==> src/include/timer_consts.svh <==
// Widths, register offsets and reset values of the APB machine timer.
// Included by the package and by every module that sizes or decodes with them.

`ifndef TIMER_CONSTS_SVH
`define TIMER_CONSTS_SVH

// APB bus widths
`define TIMER_ADDR_W 5
`define TIMER_DATA_W 32

// Byte offsets of the timer registers
`define TIMER_OFS_MTIME_LO 5'h00
`define TIMER_OFS_MTIME_HI 5'h04
`define TIMER_OFS_CMP_LO   5'h08
`define TIMER_OFS_CMP_HI   5'h0C
`define TIMER_OFS_CTRL     5'h10
`define TIMER_OFS_STATUS   5'h14

// Prescaler width and compare value after reset
`define TIMER_PRESC_W   8
`define TIMER_CMP_RESET 64'hFFFF_FFFF_FFFF_FFFF

`endif

==> src/source/timer_pkg.sv <==
// Shared types of the machine timer: APB structs, register select, internal
// write and load requests, and the 64-bit timer word.

`default_nettype none

`include "timer_consts.svh"

package timer_pkg;

    typedef struct packed {
        logic                         psel;
        logic                         penable;
        logic                         pwrite;
        logic [`TIMER_ADDR_W-1:0]     paddr;
        logic [`TIMER_DATA_W-1:0]     pwdata;
        logic [`TIMER_DATA_W/8-1:0]   pstrb;
    } apb_req_t;

    typedef struct packed {
        logic                         pready;
        logic [`TIMER_DATA_W-1:0]     prdata;
        logic                         pslverr;
    } apb_rsp_t;

    typedef enum logic [2:0] {
        sel_mtime_lo,
        sel_mtime_hi,
        sel_cmp_lo,
        sel_cmp_hi,
        sel_ctrl,
        sel_status
    } reg_sel_t;

    // One register write, applied at the next clock edge
    typedef struct packed {
        logic                         valid;
        reg_sel_t                     sel;
        logic [`TIMER_DATA_W/8-1:0]   strb;
        logic [`TIMER_DATA_W-1:0]     data;
    } reg_wr_t;

    typedef struct packed {
        logic                         enable;
        logic [`TIMER_PRESC_W-1:0]    prescale;
        logic [2*`TIMER_DATA_W-1:0]   mtimecmp;
    } timer_cfg_t;

    // Load request to the counter; hi selects the upper half
    typedef struct packed {
        logic                         valid;
        logic                         hi;
        logic [`TIMER_DATA_W/8-1:0]   strb;
        logic [`TIMER_DATA_W-1:0]     data;
    } mtime_load_t;

    typedef struct packed {
        logic [`TIMER_DATA_W-1:0]     hi;
        logic [`TIMER_DATA_W-1:0]     lo;
    } timer_halves_t;

    // Same 64 bits seen as a count or as two bus words
    typedef union packed {
        logic [2*`TIMER_DATA_W-1:0]   count;
        timer_halves_t                word;
    } timer_word_u;

    // Replaces the strobed bytes of old_word with those of new_word
    function automatic logic [`TIMER_DATA_W-1:0] merge_bytes(
        input logic [`TIMER_DATA_W-1:0]   old_word,
        input logic [`TIMER_DATA_W-1:0]   new_word,
        input logic [`TIMER_DATA_W/8-1:0] strb
    );
        logic [`TIMER_DATA_W-1:0] result;
        result = old_word;
        for (int b = 0; b < `TIMER_DATA_W/8; b++) begin
            if (strb[b]) begin
                result[b*8 +: 8] = new_word[b*8 +: 8];
            end
        end
        return result;
    endfunction

endpackage

`default_nettype wire

==> src/source/apb_timer_port.sv <==
// APB slave front end of the timer. Decodes PADDR, flags illegal accesses
// with PSLVERR and hands one write or read select per transfer to the registers.

`default_nettype none

`include "timer_consts.svh"

module apb_timer_port (
    input  logic                      clk,
    input  logic                      reset_n,
    input  timer_pkg::apb_req_t       apb_i,
    input  logic [`TIMER_DATA_W-1:0]  rd_data_i,
    output timer_pkg::apb_rsp_t       apb_o,
    output timer_pkg::reg_wr_t        wr_o,
    output timer_pkg::reg_sel_t       rd_sel_o
);
    timer_pkg::reg_sel_t sel;
    logic                mapped;
    logic                err;
    logic                access_phase;
    logic                setup_q;

    // Address decode, only word-aligned offsets of real registers map
    always_comb begin
        sel    = timer_pkg::sel_mtime_lo;
        mapped = 1'b1;
        case (apb_i.paddr)
            `TIMER_OFS_MTIME_LO: sel = timer_pkg::sel_mtime_lo;
            `TIMER_OFS_MTIME_HI: sel = timer_pkg::sel_mtime_hi;
            `TIMER_OFS_CMP_LO:   sel = timer_pkg::sel_cmp_lo;
            `TIMER_OFS_CMP_HI:   sel = timer_pkg::sel_cmp_hi;
            `TIMER_OFS_CTRL:     sel = timer_pkg::sel_ctrl;
            `TIMER_OFS_STATUS:   sel = timer_pkg::sel_status;
            default:             mapped = 1'b0;
        endcase
    end

    // Status is read only
    assign err = !mapped || (apb_i.pwrite && sel == timer_pkg::sel_status);

    assign access_phase = apb_i.psel && apb_i.penable;

    // Remembers that the last cycle was a setup phase
    always_ff @(posedge clk or negedge reset_n) begin
        if (!reset_n) begin
            setup_q <= 1'b0;
        end else begin
            setup_q <= apb_i.psel && !apb_i.penable;
        end
    end

    // Zero wait states, every access phase completes
    assign apb_o.pready  = access_phase;
    assign apb_o.pslverr = access_phase && err;
    assign apb_o.prdata  = (access_phase && !apb_i.pwrite) ? rd_data_i : '0;

    // A write only reaches the registers when it is legal
    assign wr_o.valid = access_phase && setup_q && apb_i.pwrite && !err;
    assign wr_o.sel   = sel;
    assign wr_o.strb  = apb_i.pstrb;
    assign wr_o.data  = apb_i.pwdata;

    assign rd_sel_o = sel;

    // Every access phase must follow a setup cycle
    a_setup_before_access : assert property (
        @(posedge clk) disable iff (!reset_n)
        (apb_i.psel && apb_i.penable) |-> setup_q
    );

endmodule

`default_nettype wire

==> src/source/mtime_counter.sv <==
// Free-running 64-bit mtime with prescaler and byte-strobed load.
// Compares against mtimecmp and registers the machine timer interrupt.

`default_nettype none

`include "timer_consts.svh"

module mtime_counter (
    input  logic                      clk,
    input  logic                      reset_n,
    input  timer_pkg::timer_cfg_t     cfg_i,
    input  timer_pkg::mtime_load_t    load_i,
    output timer_pkg::timer_word_u    mtime_o,
    output logic                      pending_o,
    output logic                      mti_o
);
    logic [`TIMER_PRESC_W-1:0]  presc_cnt;
    logic                       tick;
    timer_pkg::timer_word_u     mtime_q;
    timer_pkg::timer_word_u     load_word;
    logic                       at_cmp;
    logic                       mti_q;

    // One tick every prescale+1 enabled cycles
    assign tick = cfg_i.enable && (presc_cnt >= cfg_i.prescale);

    always_ff @(posedge clk or negedge reset_n) begin
        if (!reset_n) begin
            presc_cnt <= '0;
        end else if (load_i.valid || tick) begin
            presc_cnt <= '0;
        end else if (cfg_i.enable) begin
            presc_cnt <= presc_cnt + 1'b1;
        end
    end

    // Current count with the strobed bytes of one half replaced
    always_comb begin
        load_word = mtime_q;
        if (load_i.hi) begin
            load_word.word.hi = timer_pkg::merge_bytes(mtime_q.word.hi, load_i.data,
                                                       load_i.strb);
        end else begin
            load_word.word.lo = timer_pkg::merge_bytes(mtime_q.word.lo, load_i.data,
                                                       load_i.strb);
        end
    end

    // A load wins over the increment in the same cycle
    always_ff @(posedge clk or negedge reset_n) begin
        if (!reset_n) begin
            mtime_q.count <= '0;
        end else if (load_i.valid) begin
            mtime_q <= load_word;
        end else if (tick) begin
            mtime_q.count <= mtime_q.count + 1'b1;
        end
    end

    assign at_cmp = mtime_q.count >= cfg_i.mtimecmp;

    // Interrupt follows the compare one cycle later
    always_ff @(posedge clk or negedge reset_n) begin
        if (!reset_n) begin
            mti_q <= 1'b0;
        end else begin
            mti_q <= at_cmp;
        end
    end

    assign mtime_o   = mtime_q;
    assign mti_o     = mti_q;
    assign pending_o = mti_q;

    // Disabled and not loaded means the count holds
    a_hold_when_disabled : assert property (
        @(posedge clk) disable iff (!reset_n)
        (!cfg_i.enable && !load_i.valid) |=> $stable(mtime_q.count)
    );

endmodule

`default_nettype wire

==> src/source/timer_regs.sv <==
// Configuration registers of the timer: mtimecmp, enable and prescale.
// Forwards mtime writes to the counter and builds the APB read data.

`default_nettype none

`include "timer_consts.svh"

module timer_regs (
    input  logic                      clk,
    input  logic                      reset_n,
    input  timer_pkg::reg_wr_t        wr_i,
    input  timer_pkg::reg_sel_t       rd_sel_i,
    input  timer_pkg::timer_word_u    mtime_i,
    input  logic                      pending_i,
    output logic [`TIMER_DATA_W-1:0]  rd_data_o,
    output timer_pkg::timer_cfg_t     cfg_o,
    output timer_pkg::mtime_load_t    load_o
);
    timer_pkg::timer_word_u         cmp_q;
    logic                           enable_q;
    logic [`TIMER_PRESC_W-1:0]      presc_q;
    logic [`TIMER_DATA_W-1:0]       ctrl_rd;
    logic [`TIMER_DATA_W-1:0]       status_rd;
    logic                           wr_mtime;
    logic                           wr_ctrl;

    assign wr_mtime = wr_i.valid && (wr_i.sel == timer_pkg::sel_mtime_lo ||
                                     wr_i.sel == timer_pkg::sel_mtime_hi);
    assign wr_ctrl  = wr_i.valid && wr_i.sel == timer_pkg::sel_ctrl;

    // Compare value, byte merged into the selected half
    always_ff @(posedge clk or negedge reset_n) begin
        if (!reset_n) begin
            cmp_q.count <= `TIMER_CMP_RESET;
        end else if (wr_i.valid) begin
            case (wr_i.sel)
                timer_pkg::sel_cmp_lo: begin
                    cmp_q.word.lo <= timer_pkg::merge_bytes(cmp_q.word.lo, wr_i.data,
                                                            wr_i.strb);
                end
                timer_pkg::sel_cmp_hi: begin
                    cmp_q.word.hi <= timer_pkg::merge_bytes(cmp_q.word.hi, wr_i.data,
                                                            wr_i.strb);
                end
                default: begin
                    cmp_q <= cmp_q;
                end
            endcase
        end
    end

    // Ctrl layout: enable in bit 0, prescale in byte 1
    always_ff @(posedge clk or negedge reset_n) begin
        if (!reset_n) begin
            enable_q <= 1'b1;
            presc_q  <= '0;
        end else if (wr_ctrl) begin
            if (wr_i.strb[0]) begin
                enable_q <= wr_i.data[0];
            end
            if (wr_i.strb[1]) begin
                presc_q <= wr_i.data[8 +: `TIMER_PRESC_W];
            end
        end
    end

    assign cfg_o.enable   = enable_q;
    assign cfg_o.prescale = presc_q;
    assign cfg_o.mtimecmp = cmp_q.count;

    // mtime writes go straight to the counter.
    // A ctrl write sends an empty load so the prescaler restarts.
    assign load_o.valid = wr_mtime || wr_ctrl;
    assign load_o.hi    = wr_i.sel == timer_pkg::sel_mtime_hi;
    assign load_o.strb  = wr_mtime ? wr_i.strb : '0;
    assign load_o.data  = wr_i.data;

    always_comb begin
        ctrl_rd                        = '0;
        ctrl_rd[0]                     = enable_q;
        ctrl_rd[8 +: `TIMER_PRESC_W]   = presc_q;
    end

    assign status_rd = {{(`TIMER_DATA_W-1){1'b0}}, pending_i};

    // Read mux
    always_comb begin
        case (rd_sel_i)
            timer_pkg::sel_mtime_lo: rd_data_o = mtime_i.word.lo;
            timer_pkg::sel_mtime_hi: rd_data_o = mtime_i.word.hi;
            timer_pkg::sel_cmp_lo:   rd_data_o = cmp_q.word.lo;
            timer_pkg::sel_cmp_hi:   rd_data_o = cmp_q.word.hi;
            timer_pkg::sel_ctrl:     rd_data_o = ctrl_rd;
            timer_pkg::sel_status:   rd_data_o = status_rd;
            default:                 rd_data_o = '0;
        endcase
    end

    // Configuration only moves on a write from the bus
    a_cfg_stable : assert property (
        @(posedge clk) disable iff (!reset_n)
        !wr_i.valid |=> $stable(cfg_o)
    );

endmodule

`default_nettype wire

==> src/source/timer_top.sv <==
// Top level of the APB machine timer. Connects the bus port, the
// configuration registers and the mtime counter.

`default_nettype none

`include "timer_consts.svh"

module timer_top (
    input  logic                        clk,
    input  logic                        reset_n,
    input  timer_pkg::apb_req_t         apb_i,
    output timer_pkg::apb_rsp_t         apb_o,
    output logic                        mti_o,
    output logic [2*`TIMER_DATA_W-1:0]  mtime_o
);
    timer_pkg::reg_wr_t         wr;
    timer_pkg::reg_sel_t        rd_sel;
    logic [`TIMER_DATA_W-1:0]   rd_data;
    timer_pkg::timer_cfg_t      cfg;
    timer_pkg::mtime_load_t     load;
    timer_pkg::timer_word_u     mtime;
    logic                       pending;

    apb_timer_port u_port (
        .clk       (clk),
        .reset_n   (reset_n),
        .apb_i     (apb_i),
        .rd_data_i (rd_data),
        .apb_o     (apb_o),
        .wr_o      (wr),
        .rd_sel_o  (rd_sel)
    );

    timer_regs u_regs (
        .clk       (clk),
        .reset_n   (reset_n),
        .wr_i      (wr),
        .rd_sel_i  (rd_sel),
        .mtime_i   (mtime),
        .pending_i (pending),
        .rd_data_o (rd_data),
        .cfg_o     (cfg),
        .load_o    (load)
    );

    mtime_counter u_counter (
        .clk       (clk),
        .reset_n   (reset_n),
        .cfg_i     (cfg),
        .load_i    (load),
        .mtime_o   (mtime),
        .pending_o (pending),
        .mti_o     (mti_o)
    );

    assign mtime_o = mtime.count;

endmodule

`default_nettype wire

==> config.mk <==
export PLATFORM = sky130hd
export DESIGN_NAME = timer_top
export DESIGN_NICKNAME = d
export VERILOG_FILES = /design/src/source/timer_pkg.sv /design/src/source/apb_timer_port.sv /design/src/source/mtime_counter.sv /design/src/source/timer_regs.sv /design/src/source/timer_top.sv
export VERILOG_INCLUDE_DIRS = /design/src /design/src/include
export SDC_FILE = /design/constraint.sdc
export NUM_CORES = 1
export LEC_CHECK = 0
export ABC_AREA = 1
export BUFFER_PORTS_ARGS = -buffer_cell sky130_fd_sc_hd__buf_2
export CAP_MARGIN = 20
export CORE_ASPECT_RATIO = 0.9
export CORE_UTILIZATION = 30
export CTS_BUF_LIST = sky130_fd_sc_hd__clkbuf_4 sky130_fd_sc_hd__clkbuf_8 sky130_fd_sc_hd__clkbuf_16
export DETAILED_ROUTE_END_ITERATION = 12
export MAX_ROUTING_LAYER = met4
export RECOVER_POWER = 25
export SLEW_MARGIN = 20
export SYNTH_ARGS = -nofsm -noshare
export SYNTH_HDL_FRONTEND = slang
export SYNTH_SLANG_ARGS = --single-unit
==> constraint.sdc <==
create_clock -name clk -period 2.5 [get_ports clk]
set_clock_uncertainty 0.1 [all_clocks]
set_input_delay 0 -clock clk [delete_from_list [all_inputs] [get_ports clk]]
set_output_delay 0 -clock clk [all_outputs]
set_load 0.05 [all_outputs]
# Word-level counts from Yosys, hierarchy flattened
# Index checks and enable logic that the tools add are counted.
# totals
wordCells	98
output_inout_bits	99
input_bits	46
ff_bits	147
# classes
n_reduce_logical	42
magnitude_cmp	2
mux	15
add_sub_neg	2
eq_ne	16
# ops
operator	n
case mux 32 bit (6 select lines)	1
2-to-1 mux 64 bit	2
2-to-1 mux 32 bit	3
adder 64 x 1 -> 64 bit (second input constant)	1
greater-or-equal comparator 64 bit	1
2-to-1 mux 8 bit	6
AND reduction 3 bit	16
case mux 3 bit (5 select lines)	1
!= test 2 bit (second input constant)	6
logical AND 1 bit	11
equality test 5 x 4 -> 1 bit (second input constant)	2
equality test 5 bit (second input constant)	2
adder 8 x 1 -> 8 bit (second input constant)	1
greater-or-equal comparator 8 bit	1
equality test 3 x 2 -> 1 bit (second input constant)	2
equality test 3 bit (second input constant)	2
OR reduction 6 bit	1
equality test 5 x 3 -> 1 bit (second input constant)	1
logical NOT 5 bit	1
logical NOT 1 bit	4
logical OR 1 bit	4
2-to-1 mux 4 bit	1
AND reduction 2 bit	2
nonzero test 2 bit	2
3 further kinds	3

# Longest topological paths before layout
# logic_depth
depth_word	12
mapped_depth	15
mapped_depth_nobuf	15

# Hierarchy
# From an unflattened synthesis, not the netlist that was laid out.
# unflattened
hier_cells	2013
area_unflattened_um2	12904.9
# by_module_without_submodules
module	cells_each	seq_area_each_um2	area_per_inst_um2	instances
mtime_counter	1271	1826.8	7668.6	1
timer_regs	606	1908.1	4494.3	1
apb_timer_port	136	25.0	742.0	1

# Least setup slack after synthesis
# Ideal clock, no wire load.
# synth_path
path_type	flip-flop to flip-flop
start	reg u_counter.mtime_q (netlist bit u_counter.mtime_o[0])
end	reg u_counter.mtime_q (netlist bit u_counter.mtime_o[62])
period_less_slack_ps	2384
n_path_buf	0
path_slack_ps	116
stages_incl_launch_ff	13
arrival_ps	2166
required_ps	2282
setup_ps	118
cell_sequence	dfrtp_1 ha_1 inv_1 nor2_4 nand2_1 nor2_1 nand2_1 o21ai_0 nand2_1 nand2_1 nand2_1 nand2_1 nand2_1
# synth_via
elab_chain_len	3
# synth_lines
element	line	source
start: declaration	mtime_counter.sv:19	timer_pkg::timer_word_u mtime_q;
start signal: assignment	mtime_counter.sv:54	mtime_q <= load_word;
adder 64 x 1 -> 64 bit	mtime_counter.sv:56	mtime_q.count <= mtime_q.count + 1'b1;
2-to-1 mux 64 bit	mtime_counter.sv:55	end else if (tick) begin
2-to-1 mux 64 bit	mtime_counter.sv:53	end else if (load_i.valid) begin
# Every way passes these cells. The select of a mux whose other input is x is not followed.
# A chain may end at the register's enable or synchronous reset.

==> impl_metrics.csv <==
group,metric,value,unit
clock_network,cts.sinks,147,
setup_path,arrival,2.21,ns
placed_design,hpwl,36.0,mm
finish,layout_common_cells,"nand2_1 (777), nor2_1 (161), buf_2 (143)",
yosys,ys_warn_count,0,
floorplanning,io_pins,145,
sta,timing.hold.ws,0.0203,ns
sta,tightestPinTransition,1.63,ns
placed_design,port_buffers,144,
finish,syn2layout_area_growth,24.8,%
power_and_ir_drop,powerDensity,526,nW/µm²
setup_path,required,2.40,ns
sta,fmaxAchievable,432,MHz
yosys,syn_inst,1726,
grt,grt_pass1_wl,69.3,mm
grt,grt_max_degree,87,
sta,rsz0062_at_grt,"false",
clock_network,clockBufferDepth,2,
setup_path,path_class,"in2out",
floorplanning,start_util,30.8,%
route,dr_wl_met3,2.87,mm
route,highest_layer,"met4",
setup_path,path_max_fanout,32,
sta,setup_viol,0,
route,remaining_drc_errors,0,
route,routed-via-count,12500,
sta,relSlewSlack,-8.95,%
clock_network,cts_root_buffer,"clkbuf_16",
yosys,yosys_most_used_dff,"dfrtp_1",
outcome,status,"complete, but fails checks",
finish,drive_above_1_share,18.2,%
placed_design,dp_slack,0.137,ns
yosys,synthDistinctLibCells,41,
yosys,synth_edf_count,0,
sta,period_share,92.5,%
route,first_pass_iters,5,
finish,n_antenna_cell,0,
floorplanning,die_width,206,µm
sta,min_period,2.31,ns
sta,finalMaxSlewViolations,62,
clock_network,insertion_delay,0.46,ns
grt,antenna_found_initial,0,
outcome,violations,"capacitance limit, slew limit",
clock_network,htree_levels,4,
setup_path,critPathCaptureType,"output port",
setup_path,startpoint_type,"primary input",
job,drv_cap,1,
grt,grt_usage,25.2,%
floorplanning,chipHeight,186,µm
yosys,syn_area_per_cell,6.51,µm²
grt,grt_pass1_vias,11600,
floorplanning,coreArea,36500,µm²
yosys,synthArstFlopShare,100,%
sta,setup_tns,0,ns
route,wl_per_cell,18.8,µm
power_and_ir_drop,p_leak,0.00714,µW
finish,final_common_cell,"nand2_1",
clock_network,cts_tree,"done",
yosys,synth_nets,1846,
finish,final_cell_count_no_fill,2452,
route,drt-met1-wl,21.9,mm
floorplanning,die_area,38300,µm²
route,first_iter_violations,957,
sta,finalWorstSetupSlack,0.186,ns
clock_network,clkTransAtPathRegs,0.07,ns
route,ant_nets,0,
yosys,ys_seq_area_share,33.4,%
placed_design,dp_cells,2384,
placed_design,place_congestion,0.993,
finish,nets,2083,
route,dr_wl_met2,19.8,mm
yosys,syn-cell-area,11200,µm²
power_and_ir_drop,peakVddDrop,469,µV
yosys,synth_seq_cells,147,
min_path,hp-class,"in2reg",
finish,postLayoutCoreUtil,38.4,%
sta,hold_viol_final,0,
route,drt-total-wl,46.2,mm
floorplanning,rows,66,
clock_network,numCtsBuffers,17,
route,post_drt_via_cell_ratio,5.08,
grt,grt-ovfl-total,0,
[flip-flops by register name, summed over array words and instances (netlist names)]
name,count
u_counter.mtime_o,64
u_counter.mti_o,1
u_regs.enable_q,1
u_counter.presc_cnt,8
u_port.setup_q,1
u_regs.presc_q,8
u_regs.cmp_q,64
[metrics by stage]
step | cell area, µm² | total power [µW]
final | 14000 | 7370
after global placement | 13000 | 4340
after detailed placement | 13000 | 4370
after global routing | 14000 | 7680
after CTS | 14000 | 7390
after floorplan | 11200 | 3720
[worst paths after layout]
path / from / to / slack (ns) / cells after the start
max: apb_i[42] / apb_o[17] / 0.19 / 7
min: apb_i[1] / u_regs.cmp_q[40] / 0.02 / 6
max reg2reg: u_counter.presc_cnt[7] / u_counter.mtime_o[55] / 0.19 / 11
min reg2reg: u_regs.presc_q[1] / u_regs.presc_q[1] / 0.39 / 2
max in group asynchronous: reset_n / u_counter.mtime_o[51] / 0.73 / 3
min in group asynchronous: reset_n / u_counter.mtime_o[5] / 0.43 / 3
[per-layer routing]
layer / vias up / track usage, %
met5: - / -
met4: 0 / 9.85
met3: 92 / 3.62
met2: 478 / 36.9
met1: 5892 / 34.8
li1: 6003 / -
[synth_stat cells (all sizes together) (3+ instances only)]
cell type	instances	area, µm²
a21oi	64	324
a22oi	5	37.5
a31oi	4	25.0
a41oi	19	166
buf	23	130
clkbuf	16	60.1
dfrtp	82	2050
dfstp	65	1710
ha	74	926
inv	152	571
nand2	778	2920
nand3	46	280
nand4	22	144
nor2	177	717
nor3	5	25.0
o21a	3	22.5
o21ai	129	649
o22ai	14	87.6
xnor2	19	166
xor2	15	131
[layout make-up]
| cell class | count | area (µm²) |
|---|---|---|
| Fill cell | 3961 | 22500 |
| Multi-Input combinational cell | 1387 | 6750 |
| Sequential cell | 147 | 3760 |
| Timing Repair Buffer | 257 | 1690 |
| Tap cell | 476 | 596 |
| Inverter | 153 | 574 |
| Clock buffer | 17 | 425 |
| Clock inverter | 15 | 229 |
[worst max-delay path: stages]
cell and delay (ns):
dlygate4sd3_1 0.53, buf_2 0.11, nand2_1 0.09, or2_2 0.67, a41oi_1 0.36, buf_4 0.17
buf_2 0.26
[repair_timing]
item	CTS	global route
hold buffers	36	0
endpoints found under the setup margin	0	46
buffers inserted	0	0
gates resized for setup	0	3
hold endpoints to repair	285	0
[report_power, final]
group / internal [µW] / leakage (µW) / switching (µW) / total (µW)
Sequential: 2510 / 0.00179 / 163 / 2680
Clock: 1780 / 0.000307 / 1190 / 2970
Combinational: 557 / 0.00504 / 1160 / 1720
[logic make-up after synthesis]
logic type / share of synthesized area, %
AOI/OAI and AO/OA: 12.2
xor gates and xnor gates: 2.65
adders and majority gates: 8.24
buffers and inverters: 6.80
DFF: 33.4
and+or+nand+nor: 36.7
(Power assumes the default switching activity.)
